==> src/rtl/serial_pkg.sv <==
package serial_pkg;

	// Link geometry
	localparam int NUM_CHANNELS = 4;
	localparam int CHAN_BITS = 2; // Holds a channel number 0 .. NUM_CHANNELS-1
	localparam int CHAR_BITS = 8;

	// Serial timing, fixed at build time
	localparam int BIT_TICKS = 16; // Clock cycles per serial bit
	localparam int TICK_BITS = 4;
	localparam int FRAME_BITS = 10; // Start bit, eight data bits, stop bit
	localparam int FRAME_CNT_BITS = 4;

	localparam logic [TICK_BITS-1:0] TICK_LAST = TICK_BITS'(BIT_TICKS - 1);
	localparam logic [TICK_BITS-1:0] TICK_MID = TICK_BITS'(BIT_TICKS / 2 - 1); // Mid-bit sample
	localparam logic [FRAME_CNT_BITS-1:0] FRAME_LAST = FRAME_CNT_BITS'(FRAME_BITS - 1);
	localparam logic [FRAME_CNT_BITS-1:0] CHAR_LAST = FRAME_CNT_BITS'(CHAR_BITS - 1);

	// Receive buffer memory
	localparam int RX_DEPTH = 16;
	localparam int RX_ADDR_BITS = 4;
	localparam int RX_COUNT_BITS = RX_ADDR_BITS + 1; // One extra bit so a full buffer is countable
	localparam int ENTRY_BITS = CHAN_BITS + CHAR_BITS; // Channel tag above the character
	localparam logic [RX_COUNT_BITS-1:0] RX_FULL = RX_COUNT_BITS'(RX_DEPTH);

	// Dispatcher handshake states
	localparam logic [1:0] DSP_IDLE = 2'd0;
	localparam logic [1:0] DSP_LOADED = 2'd1;
	localparam logic [1:0] DSP_WAIT_DROP = 2'd2;

	// Receiver frame states
	localparam logic [1:0] RX_IDLE = 2'd0;
	localparam logic [1:0] RX_START = 2'd1;
	localparam logic [1:0] RX_DATA = 2'd2;
	localparam logic [1:0] RX_STOP = 2'd3;

endpackage

==> src/rtl/tx_dispatch.sv <==
`timescale 1ns/1ns

module tx_dispatch (
	input  logic                                 clk,
	input  logic                                 rst_n,
	input  logic                                 tx_req,
	input  logic [serial_pkg::CHAN_BITS-1:0]     tx_channel,
	input  logic [serial_pkg::CHAR_BITS-1:0]     tx_char,
	input  logic [serial_pkg::NUM_CHANNELS-1:0]  busy,
	output logic                                 tx_ack,
	output logic [serial_pkg::NUM_CHANNELS-1:0]  load,
	output logic [serial_pkg::CHAR_BITS-1:0]     load_char
);

	logic [1:0] state;
	logic target_free;
	logic take_req;
	logic [serial_pkg::NUM_CHANNELS-1:0] target_sel;

	assign target_free = ~busy[tx_channel]; // Request waits here while the channel is sending
	assign take_req = (state == serial_pkg::DSP_IDLE) && tx_req && target_free;

	// One-hot select of the addressed channel
	always_comb begin
		target_sel = '0;
		target_sel[tx_channel] = 1'b1;
	end

	always_ff @(posedge clk or negedge rst_n) begin
		if (!rst_n) begin
			state <= serial_pkg::DSP_IDLE;
			load <= '0;
			tx_ack <= 1'b0;
		end else begin
			case (state)
				serial_pkg::DSP_IDLE: begin
					if (take_req) begin
						load <= target_sel; // Strobe lasts exactly one cycle
						state <= serial_pkg::DSP_LOADED;
					end
				end
				serial_pkg::DSP_LOADED: begin
					load <= '0;
					tx_ack <= 1'b1; // Ack follows the load strobe by one cycle
					state <= serial_pkg::DSP_WAIT_DROP;
				end
				serial_pkg::DSP_WAIT_DROP: begin
					if (!tx_req) begin
						tx_ack <= 1'b0;
						state <= serial_pkg::DSP_IDLE;
					end
				end
				default: begin
					load <= '0;
					tx_ack <= 1'b0;
					state <= serial_pkg::DSP_IDLE;
				end
			endcase
		end
	end

	// The character rides along with the load strobe on a shared bus
	always_ff @(posedge clk) begin
		if (take_req) begin
			load_char <= tx_char;
		end
	end

endmodule

==> src/rtl/serial_channel.sv <==
`timescale 1ns/1ns

module serial_channel (
	input  logic                              clk,
	input  logic                              rst_n,
	input  logic                              load,
	input  logic [serial_pkg::CHAR_BITS-1:0]  load_char,
	input  logic                              serial_in,
	output logic                              busy,
	output logic                              serial_out,
	output logic                              rx_valid,
	output logic [serial_pkg::CHAR_BITS-1:0]  rx_char,
	output logic                              frame_err
);

	// Transmitter
	logic [serial_pkg::FRAME_BITS-1:0] tx_frame;
	logic [serial_pkg::TICK_BITS-1:0] tx_tick;
	logic [serial_pkg::FRAME_CNT_BITS-1:0] tx_bit;
	logic tx_bit_end;

	// Receiver
	logic rx_sync1;
	logic rx_sync2;
	logic rx_prev;
	logic [1:0] rx_state;
	logic [serial_pkg::TICK_BITS-1:0] rx_tick;
	logic [serial_pkg::FRAME_CNT_BITS-1:0] rx_bit;
	logic [serial_pkg::CHAR_BITS-1:0] rx_shift;
	logic rx_bit_end;

	assign tx_bit_end = (tx_tick == serial_pkg::TICK_LAST);
	assign serial_out = tx_frame[0]; // Frame register shifts out LSB first

	always_ff @(posedge clk or negedge rst_n) begin
		if (!rst_n) begin
			tx_frame <= '1; // Idle line is high
			tx_tick <= '0;
			tx_bit <= '0;
			busy <= 1'b0;
		end else if (load) begin
			tx_frame <= {1'b1, load_char, 1'b0}; // Stop, data, start
			tx_tick <= '0;
			tx_bit <= '0;
			busy <= 1'b1;
		end else if (busy) begin
			if (tx_bit_end) begin
				tx_tick <= '0;
				tx_frame <= {1'b1, tx_frame[serial_pkg::FRAME_BITS-1:1]}; // Refill with idle ones
				tx_bit <= tx_bit + 1'b1;
				if (tx_bit == serial_pkg::FRAME_LAST) begin
					busy <= 1'b0; // Stop bit has run its full period
				end
			end else begin
				tx_tick <= tx_tick + 1'b1;
			end
		end
	end

	// Two flops against metastability, a third to see the falling edge
	always_ff @(posedge clk or negedge rst_n) begin
		if (!rst_n) begin
			rx_sync1 <= 1'b1;
			rx_sync2 <= 1'b1;
			rx_prev <= 1'b1;
		end else begin
			rx_sync1 <= serial_in;
			rx_sync2 <= rx_sync1;
			rx_prev <= rx_sync2;
		end
	end

	assign rx_bit_end = (rx_tick == serial_pkg::TICK_LAST);

	always_ff @(posedge clk or negedge rst_n) begin
		if (!rst_n) begin
			rx_state <= serial_pkg::RX_IDLE;
			rx_tick <= '0;
			rx_bit <= '0;
			rx_valid <= 1'b0;
			frame_err <= 1'b0;
		end else begin
			rx_valid <= 1'b0;
			frame_err <= 1'b0;
			case (rx_state)
				serial_pkg::RX_IDLE: begin
					rx_tick <= '0;
					if (rx_prev && !rx_sync2) begin
						rx_state <= serial_pkg::RX_START;
					end
				end
				serial_pkg::RX_START: begin
					if (rx_tick == serial_pkg::TICK_MID) begin
						rx_tick <= '0;
						rx_bit <= '0;
						// A start bit gone high by mid-bit was only a glitch
						rx_state <= rx_sync2 ? serial_pkg::RX_IDLE : serial_pkg::RX_DATA;
					end else begin
						rx_tick <= rx_tick + 1'b1;
					end
				end
				serial_pkg::RX_DATA: begin
					if (rx_bit_end) begin
						rx_tick <= '0;
						rx_bit <= rx_bit + 1'b1;
						if (rx_bit == serial_pkg::CHAR_LAST) begin
							rx_state <= serial_pkg::RX_STOP;
						end
					end else begin
						rx_tick <= rx_tick + 1'b1;
					end
				end
				serial_pkg::RX_STOP: begin
					if (rx_bit_end) begin
						rx_valid <= rx_sync2; // Good stop bit delivers the character
						frame_err <= ~rx_sync2;
						rx_state <= serial_pkg::RX_IDLE;
					end else begin
						rx_tick <= rx_tick + 1'b1;
					end
				end
				default: begin
					rx_state <= serial_pkg::RX_IDLE;
				end
			endcase
		end
	end

	// Data arrives LSB first, so it enters at the top and moves down
	always_ff @(posedge clk) begin
		if (rx_state == serial_pkg::RX_DATA && rx_bit_end) begin
			rx_shift <= {rx_sync2, rx_shift[serial_pkg::CHAR_BITS-1:1]};
		end
		if (rx_state == serial_pkg::RX_STOP && rx_bit_end) begin
			rx_char <= rx_shift; // Updates in the same edge that raises rx_valid
		end
	end

endmodule

==> src/rtl/rx_collector.sv <==
`timescale 1ns/1ns

module rx_collector (
	input  logic                                                         clk,
	input  logic                                                         rst_n,
	input  logic [serial_pkg::NUM_CHANNELS-1:0]                          rx_valid,
	input  logic [serial_pkg::NUM_CHANNELS-1:0][serial_pkg::CHAR_BITS-1:0] rx_char,
	input  logic                                                         rd_req,
	output logic                                                         rd_ack,
	output logic [serial_pkg::CHAN_BITS-1:0]                             rd_channel,
	output logic [serial_pkg::CHAR_BITS-1:0]                             rd_char,
	output logic                                                         overrun
);

	logic [serial_pkg::NUM_CHANNELS-1:0] pend_valid;
	logic [serial_pkg::NUM_CHANNELS-1:0][serial_pkg::CHAR_BITS-1:0] pend_char;
	logic [serial_pkg::CHAN_BITS-1:0] rr_ptr;
	logic [serial_pkg::CHAN_BITS-1:0] scan_chan;
	logic [serial_pkg::CHAN_BITS-1:0] grant_chan;
	logic grant_found;
	logic [serial_pkg::NUM_CHANNELS-1:0] grant_clear;
	logic wr_en;
	logic rd_free;

	logic [serial_pkg::ENTRY_BITS-1:0] buf_mem [serial_pkg::RX_DEPTH];
	logic [serial_pkg::RX_ADDR_BITS-1:0] wr_ptr;
	logic [serial_pkg::RX_ADDR_BITS-1:0] rd_ptr;
	logic [serial_pkg::RX_COUNT_BITS-1:0] rx_count;

	// Round-robin scan starting at rr_ptr, first pending channel wins
	always_comb begin
		grant_found = 1'b0;
		grant_chan = '0;
		scan_chan = rr_ptr;
		for (int k = 0; k < serial_pkg::NUM_CHANNELS; k++) begin
			scan_chan = rr_ptr + k[serial_pkg::CHAN_BITS-1:0];
			if (!grant_found && pend_valid[scan_chan]) begin
				grant_found = 1'b1;
				grant_chan = scan_chan;
			end
		end
	end

	assign wr_en = grant_found && (rx_count != serial_pkg::RX_FULL); // Full buffer holds them back
	assign rd_free = rd_ack && !rd_req;

	always_comb begin
		grant_clear = '0;
		grant_clear[grant_chan] = wr_en;
	end

	always_ff @(posedge clk or negedge rst_n) begin
		if (!rst_n) begin
			pend_valid <= '0;
			overrun <= 1'b0;
		end else begin
			for (int i = 0; i < serial_pkg::NUM_CHANNELS; i++) begin
				if (rx_valid[i] && pend_valid[i] && !grant_clear[i]) begin
					overrun <= 1'b1; // Sticky, the new character is dropped
				end else if (rx_valid[i]) begin
					pend_valid[i] <= 1'b1;
				end else if (grant_clear[i]) begin
					pend_valid[i] <= 1'b0;
				end
			end
		end
	end

	always_ff @(posedge clk) begin
		for (int i = 0; i < serial_pkg::NUM_CHANNELS; i++) begin
			if (rx_valid[i] && (!pend_valid[i] || grant_clear[i])) begin
				pend_char[i] <= rx_char[i];
			end
		end
		if (wr_en) begin
			buf_mem[wr_ptr] <= {grant_chan, pend_char[grant_chan]};
		end
	end

	always_ff @(posedge clk or negedge rst_n) begin
		if (!rst_n) begin
			rr_ptr <= '0;
			wr_ptr <= '0;
			rd_ptr <= '0;
			rx_count <= '0;
			rd_ack <= 1'b0;
		end else begin
			if (wr_en) begin
				wr_ptr <= wr_ptr + 1'b1;
				rr_ptr <= grant_chan + 1'b1; // Next scan starts past the winner
			end
			if (rd_free) begin
				rd_ack <= 1'b0;
				rd_ptr <= rd_ptr + 1'b1; // Entry is released once the host lets go
			end else if (rd_req && !rd_ack && rx_count != '0) begin
				rd_ack <= 1'b1;
			end
			case ({wr_en, rd_free})
				2'b10: rx_count <= rx_count + 1'b1;
				2'b01: rx_count <= rx_count - 1'b1;
				default: rx_count <= rx_count;
			endcase
		end
	end

	// Head entry stays put while rd_ack is high
	assign {rd_channel, rd_char} = buf_mem[rd_ptr];

endmodule

==> src/rtl/serial_comm_top.sv <==
`timescale 1ns/1ns

module serial_comm_top (
	input  logic                                 clk,
	input  logic                                 rst_n,
	input  logic                                 tx_req,
	input  logic [serial_pkg::CHAN_BITS-1:0]     tx_channel,
	input  logic [serial_pkg::CHAR_BITS-1:0]     tx_char,
	input  logic [serial_pkg::NUM_CHANNELS-1:0]  serial_in,
	input  logic                                 rd_req,
	output logic                                 tx_ack,
	output logic                                 rd_ack,
	output logic [serial_pkg::CHAN_BITS-1:0]     rd_channel,
	output logic [serial_pkg::CHAR_BITS-1:0]     rd_char,
	output logic [serial_pkg::NUM_CHANNELS-1:0]  serial_out,
	output logic                                 frame_err,
	output logic                                 overrun
);

	logic [serial_pkg::NUM_CHANNELS-1:0] busy;
	logic [serial_pkg::NUM_CHANNELS-1:0] load;
	logic [serial_pkg::CHAR_BITS-1:0] load_char; // Shared by all channels, load picks one
	logic [serial_pkg::NUM_CHANNELS-1:0] rx_valid;
	logic [serial_pkg::NUM_CHANNELS-1:0][serial_pkg::CHAR_BITS-1:0] rx_char;
	logic [serial_pkg::NUM_CHANNELS-1:0] chan_frame_err;

	tx_dispatch u_dispatch (
		.clk(clk),
		.rst_n(rst_n),
		.tx_req(tx_req),
		.tx_channel(tx_channel),
		.tx_char(tx_char),
		.busy(busy),
		.tx_ack(tx_ack),
		.load(load),
		.load_char(load_char)
	);

	for (genvar i = 0; i < serial_pkg::NUM_CHANNELS; i++) begin : g_chan
		serial_channel u_chan (
			.clk(clk),
			.rst_n(rst_n),
			.load(load[i]),
			.load_char(load_char),
			.serial_in(serial_in[i]),
			.busy(busy[i]),
			.serial_out(serial_out[i]),
			.rx_valid(rx_valid[i]),
			.rx_char(rx_char[i]),
			.frame_err(chan_frame_err[i])
		);
	end

	rx_collector u_collector (
		.clk(clk),
		.rst_n(rst_n),
		.rx_valid(rx_valid),
		.rx_char(rx_char),
		.rd_req(rd_req),
		.rd_ack(rd_ack),
		.rd_channel(rd_channel),
		.rd_char(rd_char),
		.overrun(overrun)
	);

	// Any bad stop bit on any channel latches until reset
	always_ff @(posedge clk or negedge rst_n) begin
		if (!rst_n) begin
			frame_err <= 1'b0;
		end else if (|chan_frame_err) begin
			frame_err <= 1'b1;
		end
	end

endmodule

==> config.mk <==
export PLATFORM = sky130hd
export DESIGN_NAME = serial_comm_top
export DESIGN_NICKNAME = d
export VERILOG_FILES = /design/src/rtl/serial_pkg.sv /design/src/rtl/tx_dispatch.sv /design/src/rtl/serial_channel.sv /design/src/rtl/rx_collector.sv /design/src/rtl/serial_comm_top.sv
export SDC_FILE = /design/constraint.sdc
export NUM_CORES = 1
export LEC_CHECK = 0
export BUFFER_PORTS_ARGS = -buffer_cell sky130_fd_sc_hd__buf_2
export CORE_MARGIN = 2
export CORE_UTILIZATION = 62
export CTS_CLUSTER_SIZE = 25
export DETAILED_ROUTE_END_ITERATION = 8
export HOLD_SLACK_MARGIN = 0.08
export PLACE_DENSITY = 0.78
export SLEW_MARGIN = 20
export SYNTH_ARGS = -nofsm -noshare
export SYNTH_HDL_FRONTEND = slang
export SYNTH_HIERARCHICAL = 1
export SYNTH_SLANG_ARGS = --single-unit
==> constraint.sdc <==
create_clock -name clk -period 3.3 [get_ports clk]
set_input_delay 0.66 -clock clk [delete_from_list [all_inputs] [get_ports clk]]
set_output_delay 0.66 -clock clk [all_outputs]
set_load 0.02 [all_outputs]
==> flow_summary.json <==
{
  "min-delay-path-class": "in2async",
  "synthSimpleGateAreaFrac_pct": 8.38,
  "cts_resized": 0,
  "overflow": 0,
  "crit_fanout": 27,
  "vias": 10170,
  "seq_area_um2": 12000,
  "crit_required_ns": 2.64,
  "postCtsHoldBufs": 0,
  "port_buffers": 35,
  "die_h_um": 173,
  "critPathKind": "reg2out",
  "post-cts-setup-buffers": 0,
  "worstPathArrival_ns": 2.51,
  "synthesis.nets": 1249,
  "drt-vias-per-instance": 6.07,
  "rsz0062_at_grt": "false",
  "syn2layout_area_growth_pct": 12.4,
  "drt_pre_antenna_iters": 5,
  "status": "completed",
  "drc_errors": 0,
  "globalplace.congestion": 0.826,
  "dp_hpwl_um": 21000,
  "synth_area_um2": 17700,
  "max_freq_mhz": 316,
  "hold_violations": 0,
  "drtIter0Drc": 769,
  "worst_slew_pin_slew_ns": 1.07,
  "fp-row-count": 61,
  "yosysUniqueCellTypes": 65,
  "antenna_left": 0,
  "routed_wl_um": 34400,
  "die-area_um2": 29900,
  "clk_pin_slew_ns": 0.06,
  "cp-start-kind": "flip-flop",
  "cts_tree": "built",
  "synthXorXnorAreaFrac_pct": 1.14,
  "numCtsBuffers": 43,
  "vdd_drop_max_uv": 627,
  "yosysWarnings": 6,
  "io_pins": 36,
  "maxCapViolCount": 0,
  "numClockSinks": 425,
  "synth_compound_area_share_pct": 7.51,
  "final-max-slew-violation-count": 0,
  "power.total_uw": 18500,
  "synth_top_cell_area_share_pct": 44.9,
  "core_um2": 27900,
  "async_flop_share_pct": 37.9,
  "drt-wirelength-per-cell_um": 20.5,
  "synth_largest_area_cell": "edfxtp_1",
  "p_leak_uw": 0.00748,
  "h-tree-depth": 2,
  "skew_ns": 0.0256,
  "start_util_pct": 63.2,
  "period_share_pct": 96.0,
  "power_density_nw_per_um2": 932,
  "synth_seq_cells": 425,
  "fin_setup_tns_ns": 0,
  "setup_viol": 0,
  "antenna_found_initial": 0,
  "die_x_um": 173,
  "clk_latency_ns": 0.55,
  "period_needed_ns": 3.17,
  "fillers": 1742,
  "slew_headroom_pct": 26.8,
  "diodes": 0,
  "cts_root_buf": "clkbuf_16",
  "track_usage_pct": 23.6,
  "postSynthAreaPerCell_um2": 14.7,
  "layout.nets": 1314,
  "synthCells": 1198,
  "synthMuxAreaShare_pct": 10.1,
  "multi_input_area_um2": 5230,
  "synth_top_family_by_area": "multiplexers",
  "cp-end-kind": "output port",
  "synth_edf_count": 264,
  "synth-seq-area-share_pct": 68.0,
  "synth_flop_cell": "edfxtp_1",
  "synthTopCellsByArea": "edfxtp_1, dfrtp_1, dfstp_2",
  "grt_start_max_net_pins": 71,
  "grt_pass1_vias": 10154,
  "grt_first_pass_wirelength_um": 55600,
  "drive_gt1_share_pct": 21.4,
  "synth_fa_ha_area_share_pct": 2.34,
  "clockBufferDepth": 3
}
[cells in the final DEF (no fill, tap or decap), types with 33 or more instances in the layout]
cell	count
edfxtp_1	264
dfrtp_1	112
nand2_1	105
nor2_1	68
a21oi_1	58
mux2i_1	56
o21ai_0	53
mux4_2	50
dfstp_2	48
clkbuf_16	44
buf_4	40
buf_2	34
ha_1	33
[where the power goes]
part / total, µW / internal [µW] / leakage, µW / switching, µW
clock: 5010 / 3040 / 0.000731 / 1960
combinational: 5360 / 2300 / 0.00243 / 3060
sequential: 8140 / 7230 / 0.00432 / 910
[metal layers]
metal	wire, µm	up-vias	global-route usage (%)
li1	-	4637	-
met1	14300	5113	33.4
met2	17300	344	39.0
met3	2080	76	3.52
met4	789	0	6.74
met5	0	-	0
[final timing paths]
check / endpoint / slack [ns] / cells after the start / from
min in group clk: g_chan[2].u_chan/rx_sync1 / 0.22 / 1 / serial_in[2]
worst max register to register: u_collector/pend_char[0] / 0.41 / 10 / u_collector/pend_valid[0]
worst min-delay path: g_chan[3].u_chan/tx_bit[3] / 0.11 / 1 / rst_n
max in group asynchronous: g_chan[0].u_chan/tx_frame[1] / 2.29 / 2 / rst_n
worst min register to register: g_chan[3].u_chan/rx_sync2 / 0.35 / 0 / g_chan[3].u_chan/rx_sync1
worst max-delay path: rd_channel[1] / 0.13 / 4 / u_collector/rd_ptr[0]
[synthesized netlist by cell type, drive strengths merged (5+ instances only)]
master	n
a21oi	59
a211oi	9
nand3	28
nor2b	11
edfxtp	264
nand2	108
and4	5
mux4	50
dfrtp	113
a31oi	11
or3	12
a221oi	6
o22ai	5
dfstp	48
o31ai	7
ha	33
nor3	16
nor2	68
o21ai	53
xnor2	9
clkbuf	20
buf	37
xor2	14
and2	12
o211ai	9
a21o	9
mux2i	62
inv	35
nand4	15
nand2b	13
o22a	7
[cell families (layout without fill, tap and decap cells)]
kind of cell             count (synthesis)  in the layout
AO/OA/AOI/OAI                          206            206
XOR/XNOR                                23             23
adder cells (fa/ha/maj)                 33             33
buffers and inverters                   92            191
flip-flops                             425            425
multiplexers                           115            115
AND/OR/NAND/NOR                        304            304
[through the flow]
stage / cells / hold slack (ns) / utilization, % / cell area [µm²] / setup WS (ns)
after floorplan: 1198 / 0.345 / - / 17700 / 0.620
after global placement: 1591 / 0.345 / 65.6 / 18300 / 0.628
after detailed placement: 1591 / 0.347 / 65.6 / 18300 / 0.546
after CTS: 1670 / 0.172 / 70.9 / 19800 / 0.00423
after global routing: 1675 / 0.185 / 71.1 / 19900 / 0.0448
final: 1675 / 0.113 / 71.1 / 19900 / 0.130
[worst max-delay path, stage by stage (launching register included)]
cell and delay [ns]:
dfrtp_2 0.46, buf_12 0.25, mux4_2 0.54, mux4_2 0.51
buf_2 0.18
[registers in the layout, indices dropped and copies added (netlist names), 5 cells and up, named ones only]
name                    cells
u_collector/buf_mem       160
u_dispatch/load_char        8
u_collector/rx_count        5
u_collector/pend_char      32
g_chan.u_chan/tx_frame     36
g_chan.u_chan/tx_bit       16
g_chan.u_chan/rx_shift     32
g_chan.u_chan/rx_tick      16
g_chan.u_chan/rx_bit       16
g_chan.u_chan/tx_tick      16
g_chan.u_chan/rx_char      32
[area by class of cell]
cell class	instances	share of cell area [%]
repair buffers	77	2.63
flip-flops and latches	425	60.5
well taps	378	2.38
multi-input cells	681	26.3
inverters	35	0.661
clock buffers	65	6.55
clock inverters	14	0.958
No activity file was read; power rests on OpenSTA's default activity.
